File: config.mk
export PLATFORM = sky130hd
export DESIGN_NAME = redmule_streamer
export DESIGN_NICKNAME = d
export VERILOG_FILES = /design/src/logic/streamer_pkg.sv /design/src/logic/redmule_streamer.sv /design/src/logic/tcdm_mux.sv /design/src/logic/stream_sink.sv /design/src/logic/stream_source.sv /design/src/logic/streamer_ctrl.sv
export VERILOG_INCLUDE_DIRS = /design/src /design/src/include
export SDC_FILE = /design/constraint.sdc
export NUM_CORES = 1
export LEC_CHECK = 0
export BUFFER_PORTS_ARGS = -buffer_cell sky130_fd_sc_hd__buf_2
export CORE_MARGIN = 2
export CORE_UTILIZATION = 54
export DETAILED_ROUTE_END_ITERATION = 6
export GPL_TIMING_DRIVEN = 0
export HOLD_SLACK_MARGIN = 0.1
export PLACE_DENSITY = 0.72
export SLEW_MARGIN = 0
export SYNTH_ARGS = -nofsm -noshare
export SYNTH_HDL_FRONTEND = slang
export SYNTH_HIERARCHICAL = 1
export SYNTH_SLANG_ARGS = --single-unit
File: constraint.sdc
create_clock -name clk_i -period 4.45 [get_ports clk_i]
set_clock_uncertainty 0.1 [all_clocks]
set_input_delay 0.6675 -clock clk_i [delete_from_list [all_inputs] [get_ports clk_i]]
set_output_delay 0.6675 -clock clk_i [all_outputs]
set_load 0.03 [all_outputs]
File: src/include/streamer_cfg.svh
/*
 * Streamer build constants. Memory is word addressed and every access is a full word.
 * Both FIFO depths must be powers of two, and the sources plus the sink make four ports.
 */
`ifndef STREAMER_CFG_SVH
`define STREAMER_CFG_SVH

// Word address width
`define STREAMER_ADDR_W 16
// Memory and stream word width
`define STREAMER_DATA_W 32
// Length and stride fields
`define STREAMER_LEN_W 8
// Load channels X, W and Y
`define STREAMER_NUM_SRC 3
// Per-source response FIFO, also the read credit limit
`define STREAMER_LOAD_DEPTH 4
// Store FIFO between Z stream and memory
`define STREAMER_STORE_DEPTH 2

`endif
File: src/logic/streamer_pkg.sv
/*
 * Shared types of the streamer. Widths come from the cfg header.
 */
`include "streamer_cfg.svh"

package streamer_pkg;

  // Word address on the memory port
  typedef logic [`STREAMER_ADDR_W-1:0] addr_t;

  // One memory or stream word
  typedef logic [`STREAMER_DATA_W-1:0] data_t;

  // Word count or stride in words
  typedef logic [`STREAMER_LEN_W-1:0] len_t;

  // Mux requester index
  // 0..2 are the X, W, Y sources, 3 is the Z sink
  typedef logic [1:0] port_id_t;

  // Job controller states
  typedef enum logic [1:0] {
    IDLE,
    RUN,
    FINISH
  } ctrl_state_t;

endpackage

File: src/logic/redmule_streamer.sv
/*
 * Streamer top. X, W, Y load and Z store share one word-wide memory port.
 * All channels use the same len and stride for a job.
 */
`include "streamer_cfg.svh"

module redmule_streamer
  import streamer_pkg::*;
(
  input  logic  clk_i,
  input  logic  arst_n_i,
  input  logic  start_i,
  input  addr_t x_base_i,
  input  addr_t w_base_i,
  input  addr_t y_base_i,
  input  addr_t z_base_i,
  input  len_t  len_i,
  input  len_t  stride_i,
  output logic  x_valid_o,
  output data_t x_data_o,
  input  logic  x_ready_i,
  output logic  w_valid_o,
  output data_t w_data_o,
  input  logic  w_ready_i,
  output logic  y_valid_o,
  output data_t y_data_o,
  input  logic  y_ready_i,
  input  logic  z_valid_i,
  input  data_t z_data_i,
  output logic  z_ready_o,
  output logic  mem_req_o,
  output addr_t mem_addr_o,
  output logic  mem_wen_o,
  output data_t mem_wdata_o,
  input  logic  mem_gnt_i,
  input  logic  mem_rvalid_i,
  input  data_t mem_rdata_i,
  output logic  busy_o,
  output logic  done_o
);

  localparam int unsigned NSRC = `STREAMER_NUM_SRC;

  logic                chan_start;
  addr_t [NSRC-1:0]    src_base;
  logic  [NSRC-1:0]    src_valid;
  data_t [NSRC-1:0]    src_data;
  logic  [NSRC-1:0]    src_ready;
  logic  [NSRC-1:0]    src_done;
  logic                sink_done;
  // Mux ports, sink is the last one
  logic  [NSRC:0]      port_req;
  addr_t [NSRC:0]      port_addr;
  logic  [NSRC:0]      port_wen;
  data_t [NSRC:0]      port_wdata;
  logic  [NSRC:0]      port_gnt;
  logic  [NSRC:0]      port_rvalid;
  data_t               port_rdata;

  // Source order X, W, Y
  assign src_base  = {y_base_i, w_base_i, x_base_i};
  assign src_ready = {y_ready_i, w_ready_i, x_ready_i};
  assign x_valid_o = src_valid[0];
  assign x_data_o  = src_data[0];
  assign w_valid_o = src_valid[1];
  assign w_data_o  = src_data[1];
  assign y_valid_o = src_valid[2];
  assign y_data_o  = src_data[2];
  // Sources only read, the sink only writes
  assign port_wen  = {1'b0, {NSRC{1'b1}}};

  streamer_ctrl i_streamer_ctrl (
    .clk_i        ( clk_i      ),
    .arst_n_i     ( arst_n_i   ),
    .start_i      ( start_i    ),
    .src_done_i   ( src_done   ),
    .sink_done_i  ( sink_done  ),
    .chan_start_o ( chan_start ),
    .busy_o       ( busy_o     ),
    .done_o       ( done_o     )
  );

  for (genvar i = 0; i < NSRC; i++) begin : gen_source
    assign port_wdata[i] = '0;

    stream_source i_stream_source (
      .clk_i          ( clk_i          ),
      .arst_n_i       ( arst_n_i       ),
      .start_i        ( chan_start     ),
      .base_i         ( src_base[i]    ),
      .len_i          ( len_i          ),
      .stride_i       ( stride_i       ),
      .req_o          ( port_req[i]    ),
      .addr_o         ( port_addr[i]   ),
      .req_gnt_i      ( port_gnt[i]    ),
      .rvalid_i       ( port_rvalid[i] ),
      .rdata_i        ( port_rdata     ),
      .stream_valid_o ( src_valid[i]   ),
      .stream_data_o  ( src_data[i]    ),
      .stream_ready_i ( src_ready[i]   ),
      .done_o         ( src_done[i]    )
    );
  end

  stream_sink i_stream_sink (
    .clk_i     ( clk_i            ),
    .arst_n_i  ( arst_n_i         ),
    .start_i   ( chan_start       ),
    .base_i    ( z_base_i         ),
    .len_i     ( len_i            ),
    .stride_i  ( stride_i         ),
    .z_valid_i ( z_valid_i        ),
    .z_data_i  ( z_data_i         ),
    .z_ready_o ( z_ready_o        ),
    .req_o     ( port_req[NSRC]   ),
    .addr_o    ( port_addr[NSRC]  ),
    .wdata_o   ( port_wdata[NSRC] ),
    .req_gnt_i ( port_gnt[NSRC]   ),
    .done_o    ( sink_done        )
  );

  tcdm_mux i_tcdm_mux (
    .clk_i        ( clk_i        ),
    .arst_n_i     ( arst_n_i     ),
    .req_i        ( port_req     ),
    .addr_i       ( port_addr    ),
    .wen_i        ( port_wen     ),
    .wdata_i      ( port_wdata   ),
    .gnt_o        ( port_gnt     ),
    .rvalid_o     ( port_rvalid  ),
    .rdata_o      ( port_rdata   ),
    .mem_req_o    ( mem_req_o    ),
    .mem_addr_o   ( mem_addr_o   ),
    .mem_wen_o    ( mem_wen_o    ),
    .mem_wdata_o  ( mem_wdata_o  ),
    .mem_gnt_i    ( mem_gnt_i    ),
    .mem_rvalid_i ( mem_rvalid_i ),
    .mem_rdata_i  ( mem_rdata_i  )
  );

endmodule

File: src/logic/tcdm_mux.sv
/*
 * Round-robin share of one memory port among four requesters.
 * Read data comes back exactly one cycle after the grant; writes get no response.
 */
`include "streamer_cfg.svh"

module tcdm_mux
  import streamer_pkg::*;
(
  input  logic                        clk_i,
  input  logic                        arst_n_i,
  input  logic  [`STREAMER_NUM_SRC:0] req_i,
  input  addr_t [`STREAMER_NUM_SRC:0] addr_i,
  input  logic  [`STREAMER_NUM_SRC:0] wen_i,
  input  data_t [`STREAMER_NUM_SRC:0] wdata_i,
  output logic  [`STREAMER_NUM_SRC:0] gnt_o,
  output logic  [`STREAMER_NUM_SRC:0] rvalid_o,
  output data_t                       rdata_o,
  output logic                        mem_req_o,
  output addr_t                       mem_addr_o,
  output logic                        mem_wen_o,
  output data_t                       mem_wdata_o,
  input  logic                        mem_gnt_i,
  input  logic                        mem_rvalid_i,
  input  data_t                       mem_rdata_i
);

  localparam int unsigned NUM_PORTS = `STREAMER_NUM_SRC + 1;

  port_id_t ptr_q;
  port_id_t rr_sel;
  port_id_t sel;
  logic     any_req;
  // Stalled request keeps its slot until granted
  logic     lock_q;
  port_id_t lock_id_q;
  // Owner of the read granted last cycle
  port_id_t rd_id_q;
  logic     mem_fire;

  // First requester at or after the pointer
  always_comb begin : p_arb
    port_id_t cand;
    any_req = 1'b0;
    rr_sel  = ptr_q;
    for (int unsigned i = 0; i < NUM_PORTS; i++) begin
      cand = ptr_q + port_id_t'(i);
      if (!any_req && req_i[cand]) begin
        any_req = 1'b1;
        rr_sel  = cand;
      end
    end
  end

  assign sel         = lock_q ? lock_id_q : rr_sel;
  assign mem_req_o   = req_i[sel];
  assign mem_addr_o  = addr_i[sel];
  assign mem_wen_o   = wen_i[sel];
  assign mem_wdata_o = wdata_i[sel];
  assign mem_fire    = mem_req_o & mem_gnt_i;

  // Grant passes through in the same cycle
  always_comb begin
    gnt_o = '0;
    if (mem_fire) begin
      gnt_o[sel] = 1'b1;
    end
  end

  // Steer the response by the registered index
  always_comb begin
    rvalid_o = '0;
    if (mem_rvalid_i) begin
      rvalid_o[rd_id_q] = 1'b1;
    end
  end
  assign rdata_o = mem_rdata_i;

  always_ff @(posedge clk_i or negedge arst_n_i) begin
    if (!arst_n_i) begin
      ptr_q     <= '0;
      lock_q    <= 1'b0;
      lock_id_q <= '0;
      rd_id_q   <= '0;
    end else begin
      lock_q    <= mem_req_o & ~mem_gnt_i;
      lock_id_q <= sel;
      // Move past the winner
      if (mem_fire) begin
        ptr_q <= sel + port_id_t'(1);
      end
      if (mem_fire && mem_wen_o) begin
        rd_id_q <= sel;
      end
    end
  end

  // Stalled memory request keeps its owner and payload until granted
  assert property (@(posedge clk_i) disable iff (!arst_n_i)
    (mem_req_o && !mem_gnt_i) |=> mem_req_o && $stable(mem_addr_o)
      && $stable(mem_wen_o) && $stable(mem_wdata_o));

  // Memory answers only reads granted one cycle before
  assert property (@(posedge clk_i) disable iff (!arst_n_i)
    mem_rvalid_i |-> $past(mem_fire && mem_wen_o));

endmodule

File: src/logic/stream_sink.sv
/*
 * Store channel. Takes len Z words and writes them at base, base+stride, ...
 * Writes get no response, so done follows the grant of the last write.
 */
`include "streamer_cfg.svh"

module stream_sink
  import streamer_pkg::*;
(
  input  logic  clk_i,
  input  logic  arst_n_i,
  input  logic  start_i,
  input  addr_t base_i,
  input  len_t  len_i,
  input  len_t  stride_i,
  input  logic  z_valid_i,
  input  data_t z_data_i,
  output logic  z_ready_o,
  output logic  req_o,
  output addr_t addr_o,
  output data_t wdata_o,
  input  logic  req_gnt_i,
  output logic  done_o
);

  localparam int unsigned DEPTH = `STREAMER_STORE_DEPTH;
  localparam int unsigned PTR_W = $clog2(DEPTH);
  localparam int unsigned CNT_W = $clog2(DEPTH + 1);

  addr_t            addr_q;
  len_t             len_q;
  len_t             stride_q;
  len_t             taken_q;
  len_t             written_q;
  logic             done_q;
  // Address and data queue, same slot index
  addr_t            fifo_addr [DEPTH];
  data_t            fifo_data [DEPTH];
  logic [PTR_W-1:0] wr_ptr_q;
  logic [PTR_W-1:0] rd_ptr_q;
  logic [CNT_W-1:0] fifo_cnt_q;
  logic             push;
  logic             pop;

  // Stop taking words when full or when the job count is reached
  assign z_ready_o = (fifo_cnt_q != CNT_W'(DEPTH)) && (taken_q != len_q);
  assign push      = z_valid_i & z_ready_o;

  // FIFO head drives the write request
  assign req_o   = (fifo_cnt_q != '0);
  assign addr_o  = fifo_addr[rd_ptr_q];
  assign wdata_o = fifo_data[rd_ptr_q];
  assign pop     = req_o & req_gnt_i;
  assign done_o  = done_q;

  always_ff @(posedge clk_i or negedge arst_n_i) begin
    if (!arst_n_i) begin
      addr_q     <= '0;
      len_q      <= '0;
      stride_q   <= '0;
      taken_q    <= '0;
      written_q  <= '0;
      done_q     <= 1'b0;
      wr_ptr_q   <= '0;
      rd_ptr_q   <= '0;
      fifo_cnt_q <= '0;
    end else begin
      if (start_i) begin
        addr_q    <= base_i;
        len_q     <= len_i;
        stride_q  <= stride_i;
        taken_q   <= '0;
        written_q <= '0;
        done_q    <= 1'b0;
      end else begin
        // Tag each accepted word with the next strided address
        if (push) begin
          addr_q  <= addr_q + addr_t'(stride_q);
          taken_q <= taken_q + len_t'(1);
        end
        if (pop) begin
          written_q <= written_q + len_t'(1);
          if (written_q == len_q - len_t'(1)) begin
            done_q <= 1'b1;
          end
        end
      end
      case ({push, pop})
        2'b10:   fifo_cnt_q <= fifo_cnt_q + 1'b1;
        2'b01:   fifo_cnt_q <= fifo_cnt_q - 1'b1;
        default: ;
      endcase
      if (push) begin
        wr_ptr_q <= wr_ptr_q + 1'b1;
      end
      if (pop) begin
        rd_ptr_q <= rd_ptr_q + 1'b1;
      end
    end
  end

  always_ff @(posedge clk_i) begin
    if (push) begin
      fifo_addr[wr_ptr_q] <= addr_q;
      fifo_data[wr_ptr_q] <= z_data_i;
    end
  end

  // Pending write must hold address and data until the mux grants it
  assert property (@(posedge clk_i) disable iff (!arst_n_i)
    (req_o && !req_gnt_i) |=> req_o && $stable(addr_o) && $stable(wdata_o));

endmodule

File: src/logic/stream_source.sv
/*
 * Load channel. Reads len words at base, base+stride, ... and streams them in order.
 * Len must be at least 1. Reads in flight plus FIFO fill never exceed the load depth.
 */
`include "streamer_cfg.svh"

module stream_source
  import streamer_pkg::*;
(
  input  logic  clk_i,
  input  logic  arst_n_i,
  input  logic  start_i,
  input  addr_t base_i,
  input  len_t  len_i,
  input  len_t  stride_i,
  output logic  req_o,
  output addr_t addr_o,
  input  logic  req_gnt_i,
  input  logic  rvalid_i,
  input  data_t rdata_i,
  output logic  stream_valid_o,
  output data_t stream_data_o,
  input  logic  stream_ready_i,
  output logic  done_o
);

  localparam int unsigned DEPTH = `STREAMER_LOAD_DEPTH;
  localparam int unsigned PTR_W = $clog2(DEPTH);
  localparam int unsigned CNT_W = $clog2(DEPTH + 1);

  // Job config and progress
  addr_t            addr_q;
  len_t             len_q;
  len_t             stride_q;
  len_t             issued_q;
  len_t             sent_q;
  logic             done_q;
  // Granted reads still waiting for rvalid
  logic [CNT_W-1:0] pend_q;
  // Response FIFO
  data_t            fifo_mem [DEPTH];
  logic [PTR_W-1:0] wr_ptr_q;
  logic [PTR_W-1:0] rd_ptr_q;
  logic [CNT_W-1:0] fifo_cnt_q;
  logic             rd_fire;
  logic             pop;
  logic [CNT_W:0]   credit_used;

  // Every read in flight owns one FIFO slot
  assign credit_used = {1'b0, pend_q} + {1'b0, fifo_cnt_q};
  // Held until granted since credits only shrink on a grant
  assign req_o       = (issued_q != len_q) && (credit_used < (CNT_W + 1)'(DEPTH));
  assign addr_o      = addr_q;
  assign rd_fire     = req_o & req_gnt_i;

  assign stream_valid_o = (fifo_cnt_q != '0);
  assign stream_data_o  = fifo_mem[rd_ptr_q];
  assign pop            = stream_valid_o & stream_ready_i;
  assign done_o         = done_q;

  always_ff @(posedge clk_i or negedge arst_n_i) begin
    if (!arst_n_i) begin
      addr_q   <= '0;
      len_q    <= '0;
      stride_q <= '0;
      issued_q <= '0;
      sent_q   <= '0;
      done_q   <= 1'b0;
    end else if (start_i) begin
      addr_q   <= base_i;
      len_q    <= len_i;
      stride_q <= stride_i;
      issued_q <= '0;
      sent_q   <= '0;
      done_q   <= 1'b0;
    end else begin
      // Next strided address after each granted read
      if (rd_fire) begin
        addr_q   <= addr_q + addr_t'(stride_q);
        issued_q <= issued_q + len_t'(1);
      end
      // Done once the last word has left on the stream
      if (pop) begin
        sent_q <= sent_q + len_t'(1);
        if (sent_q == len_q - len_t'(1)) begin
          done_q <= 1'b1;
        end
      end
    end
  end

  always_ff @(posedge clk_i or negedge arst_n_i) begin
    if (!arst_n_i) begin
      pend_q     <= '0;
      wr_ptr_q   <= '0;
      rd_ptr_q   <= '0;
      fifo_cnt_q <= '0;
    end else begin
      case ({rd_fire, rvalid_i})
        2'b10:   pend_q <= pend_q + 1'b1;
        2'b01:   pend_q <= pend_q - 1'b1;
        default: ;
      endcase
      case ({rvalid_i, pop})
        2'b10:   fifo_cnt_q <= fifo_cnt_q + 1'b1;
        2'b01:   fifo_cnt_q <= fifo_cnt_q - 1'b1;
        default: ;
      endcase
      if (rvalid_i) begin
        wr_ptr_q <= wr_ptr_q + 1'b1;
      end
      if (pop) begin
        rd_ptr_q <= rd_ptr_q + 1'b1;
      end
    end
  end

  // FIFO storage, no reset needed on payload
  always_ff @(posedge clk_i) begin
    if (rvalid_i) begin
      fifo_mem[wr_ptr_q] <= rdata_i;
    end
  end

  // Mux only answers our own reads, and the credit check leaves room
  assert property (@(posedge clk_i) disable iff (!arst_n_i)
    rvalid_i |-> (pend_q != '0) && (fifo_cnt_q != CNT_W'(DEPTH)));

endmodule

File: src/logic/streamer_ctrl.sv
/*
 * Job controller. One start pulse launches all channels with the same len and stride.
 * A start during RUN or FINISH is dropped.
 */
`include "streamer_cfg.svh"

module streamer_ctrl
  import streamer_pkg::*;
(
  input  logic                         clk_i,
  input  logic                         arst_n_i,
  input  logic                         start_i,
  input  logic [`STREAMER_NUM_SRC-1:0] src_done_i,
  input  logic                         sink_done_i,
  output logic                         chan_start_o,
  output logic                         busy_o,
  output logic                         done_o
);

  ctrl_state_t state_q;
  ctrl_state_t state_d;
  logic        all_done;

  // Channel done levels are cleared by the next chan_start
  assign all_done = (&src_done_i) & sink_done_i;

  always_comb begin
    state_d = state_q;
    case (state_q)
      IDLE: begin
        if (start_i) begin
          state_d = RUN;
        end
      end
      RUN: begin
        // Wait for every stream drained and the last store granted
        if (all_done) begin
          state_d = FINISH;
        end
      end
      FINISH: begin
        state_d = IDLE;
      end
      default: begin
        state_d = IDLE;
      end
    endcase
  end

  always_ff @(posedge clk_i or negedge arst_n_i) begin
    if (!arst_n_i) begin
      state_q <= IDLE;
    end else begin
      state_q <= state_d;
    end
  end

  // Start only accepted while idle
  assign chan_start_o = (state_q == IDLE) & start_i;
  // Busy drops in the done cycle
  assign busy_o       = (state_q == RUN);
  assign done_o       = (state_q == FINISH);

  // Stale done levels from the last job would end RUN at once
  assert property (@(posedge clk_i) disable iff (!arst_n_i)
    chan_start_o |=> (src_done_i == '0) && !sink_done_i);

endmodule

# Word level (Yosys, flattened, before mapping)
# Memory sizes are Yosys's and may differ from the RTL's.
# Index checks and enable logic that the tools add are counted.
# totals
regBits	191
mem_bits_rw	480
input_bits	153
out_inout_bits	152
elab_cells	262
n_memories	5
# classes
addsub	42
n_lt_le_gt_ge	11
eq_ne	27
n_mux	83
bitwise_logic	13
n_reduce_logical	43
# mem_list
memory	words	width	rd	rd_clocked_by_memory_dff	wr	line_no	source
gen_source[0].i_stream_source.fifo_mem	4	32	1	0	1	stream_source.sv:41	data_t fifo_mem [DEPTH];
gen_source[1].i_stream_source.fifo_mem	4	32	1	0	1	stream_source.sv:41	
gen_source[2].i_stream_source.fifo_mem	4	32	1	0	1	stream_source.sv:41	
i_stream_sink.fifo_data	2	32	1	0	1	stream_sink.sv:38	data_t fifo_data [DEPTH];
i_stream_sink.fifo_addr	2	16	1	0	1	stream_sink.sv:37	addr_t fifo_addr [DEPTH];
# op_table
op	n
16-bit two-way mux	9
8-bit two-way mux	16
16-bit by 8-bit adder with 16-bit output	4
8-bit by 1-bit adder with 8-bit output (second input constant)	8
32-bit binary-select mux with 2-bit select	1
2-bit nonzero test	20
3-bit one-hot mux with 2 select lines	6
16-bit binary-select mux with 2-bit select	1
8-bit equality test	4
32-bit two-way mux	1
8-bit inequality test	4
1-bit two-way mux	31
2-bit by 1-bit adder with 2-bit output (second input constant)	9
3-bit by 1-bit adder with 3-bit output (second input constant)	6
2-bit by 3-bit less-than comparator with 1-bit output (second input constant)	6
3-bit by 1-bit subtractor with 3-bit output (second input constant)	6
2-bit by 1-bit equality test with 1-bit output (second input constant)	8
2-bit equality test (second input constant)	8
3-bit by 3-bit adder with 4-bit output	3
1-bit bitwise AND	12
1-bit binary-select mux with 2-bit select	6
4-bit by 3-bit less-than comparator with 1-bit output (second input constant)	3
2-bit two-way mux	6
1-bit logical AND	10
17 further kinds	31

# Logic depth before layout (Yosys ltp)
# Gate-level depths: netlist of the first run.
# depth
ltp_word	24
depth_mapped	24
ltp_nobuf	21

# Cells and area by module
# Netlist of the first run, hierarchy kept.
# by_module_without_submodules
module	n_inst	cells_per_inst	area_per_inst_um2	seq_area_each_um2
stream_source at gen_source[0].i_stream_source	1	542	8215.4	5320.1
stream_source at gen_source[1].i_stream_source	1	528	8177.8	5320.1
stream_source at gen_source[2].i_stream_source	1	514	8102.8	5320.1
stream_sink	1	471	6598.8	4209.0
tcdm_mux	1	409	2213.4	175.2
streamer_ctrl	1	8	98.8	50.0
redmule_streamer	1	2	7.5	0.0

# Worst setup path before layout of the first run
# OpenSTA, ideal clock, no wires.
# synth_timing
path_type	register to register
start	register gen_source[2].i_stream_source.len_q[4]
end	register gen_source[0].i_stream_source.pend_q[2]
setup_ns	0.079
arrival_time_ns	4.352
required_ns	4.271
setup_slack_ns	-0.081
stages_incl_launch_ff	25
path_buffers	3
synth_period_minus_slack_ns	4.531
cell_sequence	dfrtp_1 -> buf_6 -> xor2_2 -> nor4_4 -> nand2_1 -> and3_1 -> nor3b_1 -> nor3_1 -> o41a_1 -> inv_2 -> mux2i_1 -> mux2i_4 -> nand2_2 -> nor3_1 -> nand3_1 -> a21oi_4 -> inv_2 -> buf_6 -> clkbuf_1 -> ha_1 -> inv_1 -> fa_1 -> xor2_1 -> nor2_1 -> xor2_1
# synth_between
elab_cells_between_ends	41
classes_between	order compare (2); eq/ne (5); mux (21); bitwise (2); reduce/logical (11)
# synth_lines
item	line_no	source
start: declaration	stream_source.sv:33	len_t len_q;
start signal: assignment	stream_source.sv:71	len_q <= len_i;
8-bit inequality test (*)	stream_source.sv:52	assign req_o = (issued_q != len_q) && (credit_used < (CNT_W + 1)'(DEPTH));
1-bit logical AND (*)	stream_source.sv:52	
net port_req[2]	redmule_streamer.sv:52	logic [NSRC:0] port_req;
1-bit binary-select mux with 2-bit select	tcdm_mux.sv:48	if (!any_req && req_i[cand]) begin
1-bit two-way mux (not written as such)	tcdm_mux.sv:48	
1-bit two-way mux	tcdm_mux.sv:48	
1-bit logical NOT	tcdm_mux.sv:48	
1-bit logical AND	tcdm_mux.sv:48	
(+9 left out)	-	
1-bit two-way mux (not written as such) (*)	tcdm_mux.sv:56	assign mem_req_o = req_i[sel];
net mem_req_o	redmule_streamer.sv:31	output logic mem_req_o,
1-bit bitwise AND (*)	tcdm_mux.sv:60	assign mem_fire = mem_req_o & mem_gnt_i;
4-bit two-way mux (*)	tcdm_mux.sv:65	if (mem_fire) begin
net port_gnt[0]	redmule_streamer.sv:56	logic [NSRC:0] port_gnt;
1-bit bitwise AND (*)	stream_source.sv:54	assign rd_fire = req_o & req_gnt_i;
2-bit by 1-bit equality test with 1-bit output or 2-bit equality test (tied branches)	stream_source.sv:99	case ({rd_fire, rvalid_i})
3-bit one-hot mux with 2 select lines or 2-bit nonzero test (tied branches)	-	
end signal: assignment	stream_source.sv:100	2'b10: pend_q <= pend_q + 1'b1;
end signal: assignment	stream_source.sv:101	2'b01: pend_q <= pend_q - 1'b1;
end: declaration	stream_source.sv:39	logic [CNT_W-1:0] pend_q;
# Mark *: on every way through the listed nets, which the timed path passes. The rest lies on a longest branch. The select of a mux whose other input is x is not followed.
# A chain may end at the register's enable or synchronous reset.

# Worst setup path after layout of the first run
# layout_timing
start	register gen_source[2].i_stream_source.len_q[0]
end	output mem_addr_o[9]
# layout_between
elab_chain_len	17
elab_cells_between_ends	29
classes_between	eq/ne (3); mux (17); reduce/logical (9)
# layout_rtl
item	line_no	source
8-bit inequality test (*)	stream_source.sv:52	
1-bit logical AND (*)	stream_source.sv:52	
net port_req[2]	redmule_streamer.sv:52	
1-bit binary-select mux with 2-bit select	tcdm_mux.sv:48	
1-bit two-way mux (not written as such)	tcdm_mux.sv:48	
1-bit two-way mux	tcdm_mux.sv:48	
1-bit logical NOT	tcdm_mux.sv:48	
1-bit logical AND	tcdm_mux.sv:48	
(+2 left out)	-	
1-bit logical AND	tcdm_mux.sv:48	
1-bit two-way mux	tcdm_mux.sv:48	
1-bit logical NOT	tcdm_mux.sv:48	
1-bit logical AND	tcdm_mux.sv:48	
2-bit two-way mux (*)	tcdm_mux.sv:48	
2-bit two-way mux (*)	tcdm_mux.sv:55	assign sel = lock_q ? lock_id_q : rr_sel;
16-bit binary-select mux with 2-bit select (*)	tcdm_mux.sv:57	assign mem_addr_o = addr_i[sel];
16-bit two-way mux (not written as such) (*)	tcdm_mux.sv:57	
end: declaration	redmule_streamer.sv:32	output addr_t mem_addr_o,
# Marked as above.

==> summary.txt, run 1 <==
STA
  – Final min period: 4.59 ns
  – Final setup fails: 46
  – Worst setup margin: -0.143 ns
  – Slew headroom: 19.0%
  – Pins Over Slew Limit: 0
  – Final period util: 103%
  – RSZ-0062 raised after global routing: yes
  – Fin. Hold Viols: 0
  – Setup tns final: -2.68 ns
  – Max frequency: 218 MHz
  – Worst-Margin Slew: 1.21 ns
  – Worst Hold Slack: 0.123 ns

Floorplanning
  – Starting Density: 54.3%
  – IO Pins: 305
  – Core Area: 61,500 sq um
  – Die width: 253 um
  – Die height: 253 um
  – Row count: 91
  – Die Area: 63,900 sq um

Route
  – Initial drt markers: 1,734
  – Vias: 22,783
  – Routed wire length: 89.3 mm
  – Post-route ant nets: 0
  – DRT Pass-1 Iters: 5
  – Remaining DRCs: 0
  – Routed WL per cell: 23.1 um
  – Vias per Instance: 5.88

Cells and area
  – Nets: 3,245
  – Most frequent cells in the layout: edfxtp_1, nand2_1, buf_2
  – Share of cells above drive strength 1: 29.8%
  – Area Overhead vs Synth: 23.0%
  – Leading cell type in the layout, fill and taps excluded: edfxtp_1

Power and ir drop
  – Internal power: 20.3 mW
  – Pleak: 16.0 nW
  – Sw Share: 43.0%
  – P per Cell Area: 867 nW/um^2
  – Sequential power share: 27.1%
  – Max IR drop VDD: 1.08 mV
  – Clock power share: 18.4%
  – Comb pwr share: 54.5%
  – Sw power: 15.3 mW

Placement
  – Port buffer count: 272
  – HPWL after DPL: 59.8 mm
  – GP Congestion: 0.913

Clocking
  – CTS H-tree lvls: 3
  – Num Clock Sinks: 719
  – Clk Latency, worst-skew pair: 0.64 ns
  – Clock root buffer: clkbuf_16
  – Max clock buf depth: 3
  – Total CTS buffers: 77
  – CTS tree: built
  – Clock Pin Slew Worst Setup and Hold Paths: 0.06 ns

Worst setup path
  – Worst setup EP type: output pin
  – Slowest cell on crit path: o41a_1
  – Crit Path Max Fanout: 7
  – Worst path cell trace: xor2_2 -> nor4_4 -> buf_6 -> nand2_2 -> and3_4 -> nor3b_4 -> nor3_2 -> o41a_1 -> inv_4 -> buf_12 -> clkbuf_16 -> nand2_2 -> and3_4 -> a31oi_1 -> buf_4
  – Critical Path RT: 3.68 ns
  – Critical path data arrival time: 3.83 ns
  – Crit path kind: reg -> out
  – Slowest stage delay, CP: 0.48 ns
  – Startpoint types: flip-flop

Synth
  – Mapped Cells: 2,473
  – Yosys Warn Count: 6
  – Synthesized cell area: 33,400 sq um
  – Post-Syn Area per Cell: 13.5 sq um

Status
  – Outcome: finished with violations
  – Failing checks: negative setup slack

GRT
  – Largest net degree at the start of global routing: 112
  – Vias in the first global route: 22,886
  – Antenna violations before repair: 14
  – GRT overflow: 0
  – First-pass GRT wire length: 133 mm
  – Tot GR Track Use: 27.7%

Run
  – Max Cap Violations: 0

Worst hold path
  – HP Class: in -> reg
through the flow:
stage / worst slack, ns / total power, mW / instances / area (sq um) / util [%]
detailed placement: -1.34 / 25.1 / 3653 / 36500 / 59.4
global route: -0.285 / 37.3 / 3871 / 41100 / 66.8
global placement: -1.71 / 24.6 / 3636 / 36100 / 58.8
floorplan: 0.000561 / 20.4 / 2574 / 33800 / -
CTS: -0.114 / 33.3 / 3830 / 40000 / 65.1
finish: -0.143 / 35.6 / 3874 / 41100 / 66.8
flip-flops by register name (all words and copies together), names as in the netlist, 6 cells and up:
register	flops
gen_source.i_stream_source/fifo_mem	384
i_stream_sink/fifo_data	64
gen_source.i_stream_source/addr_o	48
i_stream_sink/fifo_addr	32
gen_source.i_stream_source/issued_q	24
gen_source.i_stream_source/len_q	24
gen_source.i_stream_source/sent_q	24
gen_source.i_stream_source/stride_q	24
i_stream_sink/addr_q	16
gen_source.i_stream_source/fifo_cnt_q	9
gen_source.i_stream_source/pend_q	9
i_stream_sink/len_q	8
i_stream_sink/stride_q	8
i_stream_sink/taken_q	8
i_stream_sink/written_q	8
gen_source.i_stream_source/rd_ptr_q	6
gen_source.i_stream_source/wr_ptr_q	6
worst max-delay path, delay by kind of cell, from the launching register on:
family	cells	cell delay, ns
AO/OA/AOI/OAI	2	0.64
flip-flops	1	0.45
AND/OR/NAND/NOR	7	1.01
XOR/XNOR	1	0.20
buffers and inverters	5	0.88
power by group through the flow:
stage / sequential, mW / combinational [mW] / clock, mW
after floorplan: 9.35 / 11.1 / 0
after global placement: 9.70 / 14.9 / 0
after detailed placement: 9.75 / 15.4 / 0
after CTS: 9.63 / 17.0 / 6.68
after global routing: 9.78 / 20.5 / 6.94
final: 9.66 / 19.4 / 6.57
area by class of cell:
| class | instances | area, sq um |
|---|---|---|
| fillers | 4388 | 20400 |
| flip-flops and latches | 719 | 20400 |
| multi-input cells | 1619 | 13100 |
| repair buffers | 364 | 2680 |
| clock buffers | 99 | 2080 |
| well taps | 790 | 988 |
| plain buffers | 144 | 878 |
| clock inverters | 43 | 542 |
| inverters | 88 | 348 |
| diodes | 8 | 20.0 |
metal layers:
layer	part of all wire (%)	vias up	track usage, %
li1	-	10138	-
met1	38	11523	34.5
met2	51	910	47.8
met3	6.9	206	5.28
met4	4.1	6	11.3
met5	0.036	-	0
what timing repair did:
action	4_1_cts	5_1_grt
buffers inserted	25	31
endpoints found under the hold margin	65	0
gates cloned	0	6
resized for setup	140	187
hold buffers	13	0
pin swaps	14	73
setup endpoints to repair	134	71
final timing paths:
| path | from | end | slack [ns] | cells after the start |
|---|---|---|---|---|
| hold / removal | z_data_i[10] | i_stream_sink/fifo_data[0][10] | 0.12 | 1 |
| max in group asynchronous | arst_n_i | gen_source[1].i_stream_source/addr_o[12] | 2.52 | 4 |
| hold reg to reg | gen_source[1].i_stream_source/pend_q[2] | gen_source[1].i_stream_source/pend_q[2] | 0.38 | 1 |
| min in group asynchronous | arst_n_i | gen_source[2].i_stream_source/sent_q[5] | 0.41 | 2 |
| setup / recovery | gen_source[2].i_stream_source/len_q[0] | mem_addr_o[9] | -0.14 | 15 |
| setup reg to reg | gen_source[2].i_stream_source/len_q[0] | gen_source[0].i_stream_source/pend_q[1] | -0.04 | 21 |
(Power assumes the default switching activity.)
==> run 2, diff against run 1 <==
clock period = 3.9 ns   (was 4.45 ns; I/O delays follow)
==> summary.txt, run 2 (synthesized netlist as in run 1, its figures left out) <==
Cells and area
  – Fill cells: 4,276 (-2.6%)
  – Most frequent cells in the layout: edfxtp_1, nand2_1, buf_2
  – Reg with most FFs: gen_source.i_stream_source/fifo_mem
  – Number of flip-flops in the largest register: 384 (unchanged)
  – Share of cells above drive strength 1: 29.3% (-0.47 points)
  – Nets: 3,323 (+2.4%)
  – FF/Latch Area: 20,400 sq um (unchanged)
  – Area Overhead vs Synth: 25.0%
  – Multi-input combinational cell area: 13,000 sq um (-0.97%)
  – Leading cell type in the layout, fill and taps excluded: edfxtp_1

Worst setup path
  – Critical Path RT: 3.21 ns (-0.47 ns)
  – Critical path data arrival time: 3.78 ns (-0.05 ns)
  – Worst setup EP type: output pin
  – Worst reg2reg path depth: 23 (+9.5%)
  – Reg2reg end: gen_source[2].i_stream_source/pend_q[2]
  – Startpoint types: flip-flop
  – Critical Path Sink: mem_addr_o[5]
  – CP startpoint: gen_source[0].i_stream_source/fifo_cnt_q[2]
  – Crit path kind: reg -> out
  – Crit Path Max Fanout: 10 (+3)
  – Worst R2R Setup Slack: -0.50 ns (-0.46 ns)
  – Start of the worst register-to-register path: gen_source[0].i_stream_source/fifo_cnt_q[2]

GRT
  – Largest net degree at the start of global routing: 109 (-2.7%)
  – Tot GR Track Use: 27.9% (+0.18 points)
  – First-pass GRT wire length: 135 mm (+1.1%)
  – GRT overflow: 0 (unchanged)
  – Vias in the first global route: 23,308 (+1.8%)
  – Antenna violations before repair: 8 (-6)

Floorplanning
  – Row count: 91 (unchanged)
  – IO Pins: 305 (unchanged)
  – Die height: 253 um (unchanged)
  – Starting Density: 54.3% (unchanged)
  – Die width: 253 um (unchanged)
  – Die Area: 63,900 sq um (unchanged)
  – Core Area: 61,500 sq um (unchanged)

Placement
  – GP Congestion: 0.927 (+1.5%)
  – Place WS: -1.36 ns (-0.0221 ns)
  – Port buffer count: 272 (unchanged)
  – HPWL after DPL: 60.1 mm (+0.45%)

Clocking
  – Max clock buf depth: 3 (unchanged)
  – Num Clock Sinks: 719 (unchanged)
  – Clock Pin Slew Worst Setup and Hold Paths: 0.06 ns (about the same)
  – CTS tree: built
  – CTS H-tree lvls: 3 (unchanged)
  – Total CTS buffers: 77 (unchanged)
  – Clock root buffer: clkbuf_16
  – Clk Latency, worst-skew pair: 0.63 ns (about the same)

STA
  – Final min period: 4.46 ns
  – Slew headroom: 15.3% (-3.7 points)
  – Final period util: 114%
  – Max frequency: 224 MHz
  – Fin. Hold Viols: 0 (unchanged)
  – Worst setup margin: -0.562 ns (-0.419 ns)
  – Final setup fails: 121 (+160%)
  – Worst Hold Slack: 0.122 ns (-0.00174 ns)
  – RSZ-0062 raised after global routing: yes
  – Pins Over Slew Limit: 0 (unchanged)
  – Worst-Margin Slew: 1.27 ns (+0.0554 ns)

Route
  – Routed WL per cell: 22.7 um (-1.5%)
  – DRT Pass-1 Iters: 5 (unchanged)
  – Post-route ant nets: 0 (unchanged)
  – DR top layer: met4
  – Remaining DRCs: 0 (unchanged)
  – DRT met1 WL: 35.2 mm (+3.7%)
  – Vias per Instance: 5.80 (-1.3%)
  – Initial drt markers: 1,723 (-0.63%)
  – Routed wire length: 89.8 mm (+0.46%)
  – Wire length on met3: 5.52 mm (-11%)
  – Routed wl met2: 45.8 mm (+0.64%)
  – Vias: 22,916 (+0.58%)

Worst hold path
  – HP Class: in -> reg
  – Hold path cells: 1 (unchanged)

Power and ir drop
  – P per Cell Area: 957 nW/um^2 (+10%)
  – Max IR drop VDD: 1.20 mV (+11%)
  – Pleak: 16.4 nW (+2.3%)

Status
  – Outcome: finished with violations
  – Failing checks: negative setup slack

Run
  – Max Cap Violations: 0 (unchanged)
run 2: cell types whose count changed in the layout (fill, tap and decap cells not counted), sizes merged, moves of 2 or more:
cell,change
clkbuf,-11
dlygate4sd3,+55
bufinv,+4
clkinv,-2
buf,+28
clkinvlp,+3
diode,-2
run 2: layout make-up:
type	instances	area share, %
Clock buffer	94	4.89
Clock inverter	47	1.50
Buffer	148	2.34
Antenna cell	6	0.0360
Sequential cell	719	48.9
Multi-Input combinational cell	1619	31.2
Inverter	88	0.809
Timing Repair Buffer	438	8.02
Tap cell	790	2.37
run 2: how the worst min path moves through the flow:
stage | from | to | slack [ns]
final | mem_rdata_i[6] | gen_source[0].i_stream_source/fifo_mem[0][6] | 0.12
after global routing | z_base_i[15] | i_stream_sink/addr_q[15] | 0.11
after CTS | mem_rdata_i[28] | gen_source[1].i_stream_source/fifo_mem[1][28] | 0.10
after detailed placement | gen_source[1].i_stream_source/pend_q[2] | gen_source[1].i_stream_source/pend_q[2] | 0.37
after global placement | gen_source[1].i_stream_source/pend_q[2] | gen_source[1].i_stream_source/pend_q[2] | 0.36
after floorplan | arst_n_i | gen_source[0].i_stream_source/addr_o[0] | 0.19
run 2: metal layers:
metal  GRT usage (%)  vias to the layer above
met3            3.87                      171
met1            35.7                    11631
met4            10.7                        0
li1                -                    10282
met2            48.4                      832
met5               0                        -
run 2: where the power goes:
group	internal (mW)	total [mW]	switching, mW
registers	9.77	11.0	1.24
clock network	4.56	7.65	3.09
logic	8.62	21.3	12.7
total	23.0	39.9	17.0
run 2: per-stage QoR:
stage | std cells | util (%) | setup TNS (ns) | area [sq um] | power, mW
5_1_grt | 3948 | 67.9 | -52.10 | 41700 | 41.9
4_1_cts | 3918 | 67.0 | -30.92 | 41200 | 39.0
3_5_place_dp | 3652 | 59.6 | -75.42 | 36600 | 28.8
6_report | 3949 | 67.9 | -35.18 | 41700 | 39.9
3_3_place_gp | 3636 | 59.0 | -668.76 | 36300 | 28.2
2_1_floorplan | 2574 | - | -1.75 | 33900 | 23.5
run 2: repair_timing:
| item | in CTS | in global routing |
|---|---|---|
| endpoints found under the hold margin | 207 | 0 |
| buffers inserted | 53 | 23 |
| pin swaps | 45 | 53 |
| hold buffers | 68 | 0 |
| endpoints found under the setup margin | 143 | 140 |
| cloned | 4 | 4 |
| gates resized for setup | 206 | 73 |
run 2: worst max-delay path, cell delays in order (launching register included):
cell,delay [ns]
dfrtp_1,0.42
ha_1,0.32
nor3_4,0.23
nand2_1,0.12
a21oi_4,0.31
nor2b_2,0.22
o21a_1,0.17
o41a_1,0.20
buf_4,0.13
clkbuf_8,0.17
clkbuf_8,0.19
nand2_1,0.06
and3_1,0.22
a31oi_4,0.24
buf_6,0.17
==> run 3, diff against run 2 <==
CORE_UTILIZATION = 46   (was 54)
PLACE_DENSITY = 0.63   (was 0.72)
==> summary.txt, run 3 (synthesized netlist as in run 1, its figures left out) <==
Power and ir drop
  – P per Cell Area: 929 nW/um^2 (-2.9%)
  – Tot Pwr: 39.7 mW (-0.72%)
  – Max IR drop VDD: 0.921 mV (-23%)
  – Pleak: 16.7 nW (+1.9%)

Run
  – Max Cap Violations: 0 (unchanged)

Floorplanning
  – Die Area: 74,800 sq um (+17%)
  – Core Area: 71,700 sq um (+17%)
  – Starting Density: 46.6% (-7.8 points)
  – IO Pins: 305 (unchanged)
  – Row count: 98 (+7.7%)
  – Die height: 273 um (+8.2%)
  – Die width: 273 um (+8.2%)

Placement
  – HPWL after DPL: 61.9 mm (+3.0%)
  – Place WS: -1.40 ns (-0.0364 ns)
  – GP Congestion: 0.894 (-3.5%)
  – Port buffer count: 272 (unchanged)
  – Placed inst area: 36,900 sq um (+0.60%)
  – Placed cells: 3,813 (+4.4%)

Route
  – Routed wl met2: 46.3 mm (+1.2%)
  – DR top layer: met5
  – DRT met1 WL: 36.2 mm (+2.9%)
  – Wire length on met3: 5.49 mm (-0.65%)
  – Vias: 22,955 (+0.17%)
  – Initial drt markers: 2,046 (+19%)
  – Vias per Instance: 5.52 (-4.8%)
  – Routed wire length: 90.7 mm (+1.0%)
  – Post-route ant nets: 0 (unchanged)
  – DRT Pass-1 Iters: 7 (+2)
  – Remaining DRCs: 0 (unchanged)
  – Routed WL per cell: 21.8 um (-4.0%)

GRT
  – First-pass GRT wire length: 137 mm (+1.3%)
  – Largest net degree at the start of global routing: 121 (+11%)
  – Vias in the first global route: 23,295 (-0.056%)
  – GRT overflow: 0 (unchanged)
  – Antenna violations before repair: 6 (-2)
  – Tot GR Track Use: 24.0% (-3.9 points)

Clocking
  – Clock root buffer: clkbuf_16
  – Num Clock Sinks: 719 (unchanged)
  – Total CTS buffers: 79 (+2.6%)
  – Clock Pin Slew Worst Setup and Hold Paths: 0.06 ns (about the same)
  – Clk Latency, worst-skew pair: 0.64 ns (about the same)
  – CTS H-tree lvls: 3 (unchanged)
  – CTS tree: built
  – Max clock buf depth: 3 (unchanged)

Cells and area
  – FF/Latch Area: 20,400 sq um (about the same)
  – Leading cell type in the layout, fill and taps excluded: edfxtp_1
  – Final non-filler cell total: 4,155 (+5.2%)
  – Share of cells above drive strength 1: 30.3% (+0.98 points)
  – Multi-input combinational cell area: 13,300 sq um (+1.8%)
  – Nets: 3,367 (+1.3%)
  – Finished Cell Area: 42,700 sq um (+2.2%)
  – Fill cells: 5,636 (+32%)
  – Reg with most FFs: gen_source.i_stream_source/fifo_mem
  – Area Overhead vs Synth: 27.7%
  – Number of flip-flops in the largest register: 384 (unchanged)
  – Most frequent cells in the layout: edfxtp_1, nand2_1, buf_2

Status
  – Outcome: finished with violations
  – Failing checks: negative setup slack

Worst hold path
  – HP Class: in -> reg

STA
  – Fin. Hold Viols: 0 (unchanged)
  – Final min period: 4.58 ns (+0.118 ns)
  – Slew headroom: 20.2% (+4.9 points)
  – RSZ-0062 raised after global routing: yes
  – Worst setup margin: -0.680 ns (-0.118 ns)
  – Final setup fails: 132 (+9.1%)
  – Setup tns final: -52.22 ns (-17.04 ns)
  – Max frequency: 218 MHz (-2.6%)
  – Pins Over Slew Limit: 0 (unchanged)
  – Final period util: 117% (+3.0 points)
  – Worst-Margin Slew: 1.18 ns (-0.0864 ns)

Worst setup path
  – Critical Path Sink: mem_addr_o[1]
  – Delay-heaviest family, CP: simple AND/OR/NAND/NOR gates
  – Slowest stage delay, CP: 0.45 ns (+0.03 ns)
  – Critical Path Stages: 14 (unchanged)
  – Worst setup EP type: output pin
  – Crit path kind: reg -> out
  – Buf+Inv Stages, Crit Path: 4 (unchanged)
  – Worst path cell trace: xor2_2 -> nor4_4 -> nand2_2 -> and3_4 -> nor2b_4 -> o21a_1 -> o41a_1 -> inv_2 -> buf_6 -> buf_8 -> nand2_1 -> and3_1 -> a31oi_4 -> buf_6
  – Reg2reg end: gen_source[0].i_stream_source/pend_q[2]
  – CP startpoint: gen_source[2].i_stream_source/len_q[0]
  – Critical Path RT: 3.21 ns (about the same)
  – Worst R2R Setup Slack: -0.68 ns (-0.18 ns)
  – Start of the worst register-to-register path: gen_source[2].i_stream_source/len_q[0]
  – Startpoint types: flip-flop
  – Critical path data arrival time: 3.89 ns (+0.11 ns)
  – Crit-path most repeated cell: buf_6
  – Slowest cell on crit path: o41a_1
  – Worst reg2reg path depth: 23 (unchanged)
  – Crit Path Max Fanout: 10 (unchanged)
[run 3: cell types whose count changed in the layout (fill, tap and decap cells not counted), sizes merged]
| cell | previous run | this run |
|---|---|---|
| inv | 89 | 87 |
| clkinv | 29 | 38 |
| bufbuf | 1 | 0 |
| bufinv | 12 | 8 |
| clkbuf | 163 | 165 |
| dlygate4sd3 | 68 | 101 |
| clkinvlp | 5 | 4 |
| buf | 448 | 458 |
[run 3: layout make-up]
type | instances | area share, %
Clock buffer | 96 | 4.92
Tap cell | 950 | 2.79
Inverter | 88 | 0.815
Multi-Input combinational cell | 1619 | 31.1
Clock inverter | 49 | 1.41
Sequential cell | 719 | 47.8
Buffer | 148 | 2.15
Antenna cell | 6 | 0.0352
Timing Repair Buffer | 480 | 8.99
[run 3: where the power goes]
group	internal (mW)	switching, mW	total, mW
Combinational	8.41	12.6	21.0
Clock	4.43	3.18	7.62
Sequential	9.77	1.28	11.0
Total	22.6	17.0	39.7
[run 3: worst min-delay path by stage]
stage | startpoint | endpoint | slack [ns] | depth (start not counted)
floorplan | arst_n_i | gen_source[0].i_stream_source/addr_o[0] | 0.19 | 0
global placement | gen_source[2].i_stream_source/pend_q[2] | gen_source[2].i_stream_source/pend_q[2] | 0.36 | 1
detailed placement | arst_n_i | gen_source[2].i_stream_source/sent_q[0] | 0.37 | 1
CTS | z_base_i[13] | i_stream_sink/addr_q[13] | 0.10 | 3
global route | w_base_i[0] | gen_source[1].i_stream_source/addr_o[0] | 0.12 | 3
finish | x_base_i[11] | gen_source[0].i_stream_source/addr_o[11] | 0.14 | 3
[run 3: what timing repair did]
| item | CTS | global route |
|---|---|---|
| cloned | 3 | 1 |
| pin swaps | 77 | 53 |
| hold buffers | 101 | 0 |
| endpoints found under the hold margin | 442 | 0 |
| setup buffers | 64 | 34 |
| gates resized for setup | 253 | 102 |
| endpoints found under the setup margin | 143 | 142 |
[run 3: worst reg2reg max path: stages, from the launching register on]
cell and delay, ns:
dfrtp_2 0.44, xor2_2 0.20, nor4_4 0.35, nand2_2 0.13, and3_4 0.20, nor2b_4 0.13
o21a_1 0.18, o41a_1 0.45, inv_2 0.12, mux2i_2 0.09, mux2i_4 0.19, nand2_4 0.11
nor3_4 0.29, nand3_2 0.17, a21oi_4 0.16, inv_2 0.07, buf_8 0.12, clkbuf_16 0.14
ha_4 0.15, inv_2 0.05, fa_2 0.20, xor2_1 0.17, nor2_1 0.08, xor2_1 0.14
[run 3: per-layer routing]
layer	vias up	global-route usage [%]
met5	-	0
met4	2	7.82
met3	176	3.78
met2	772	41.9
met1	11643	30.7
li1	10362	-
[run 3: per-stage QoR]
stage	hold slack [ns]	util, %
3_5_place_dp	0.367	51.4
3_3_place_gp	0.364	50.8
4_1_cts	0.100	58.7
2_1_floorplan	0.189	-
5_1_grt	0.120	59.5
6_report	0.142	59.5
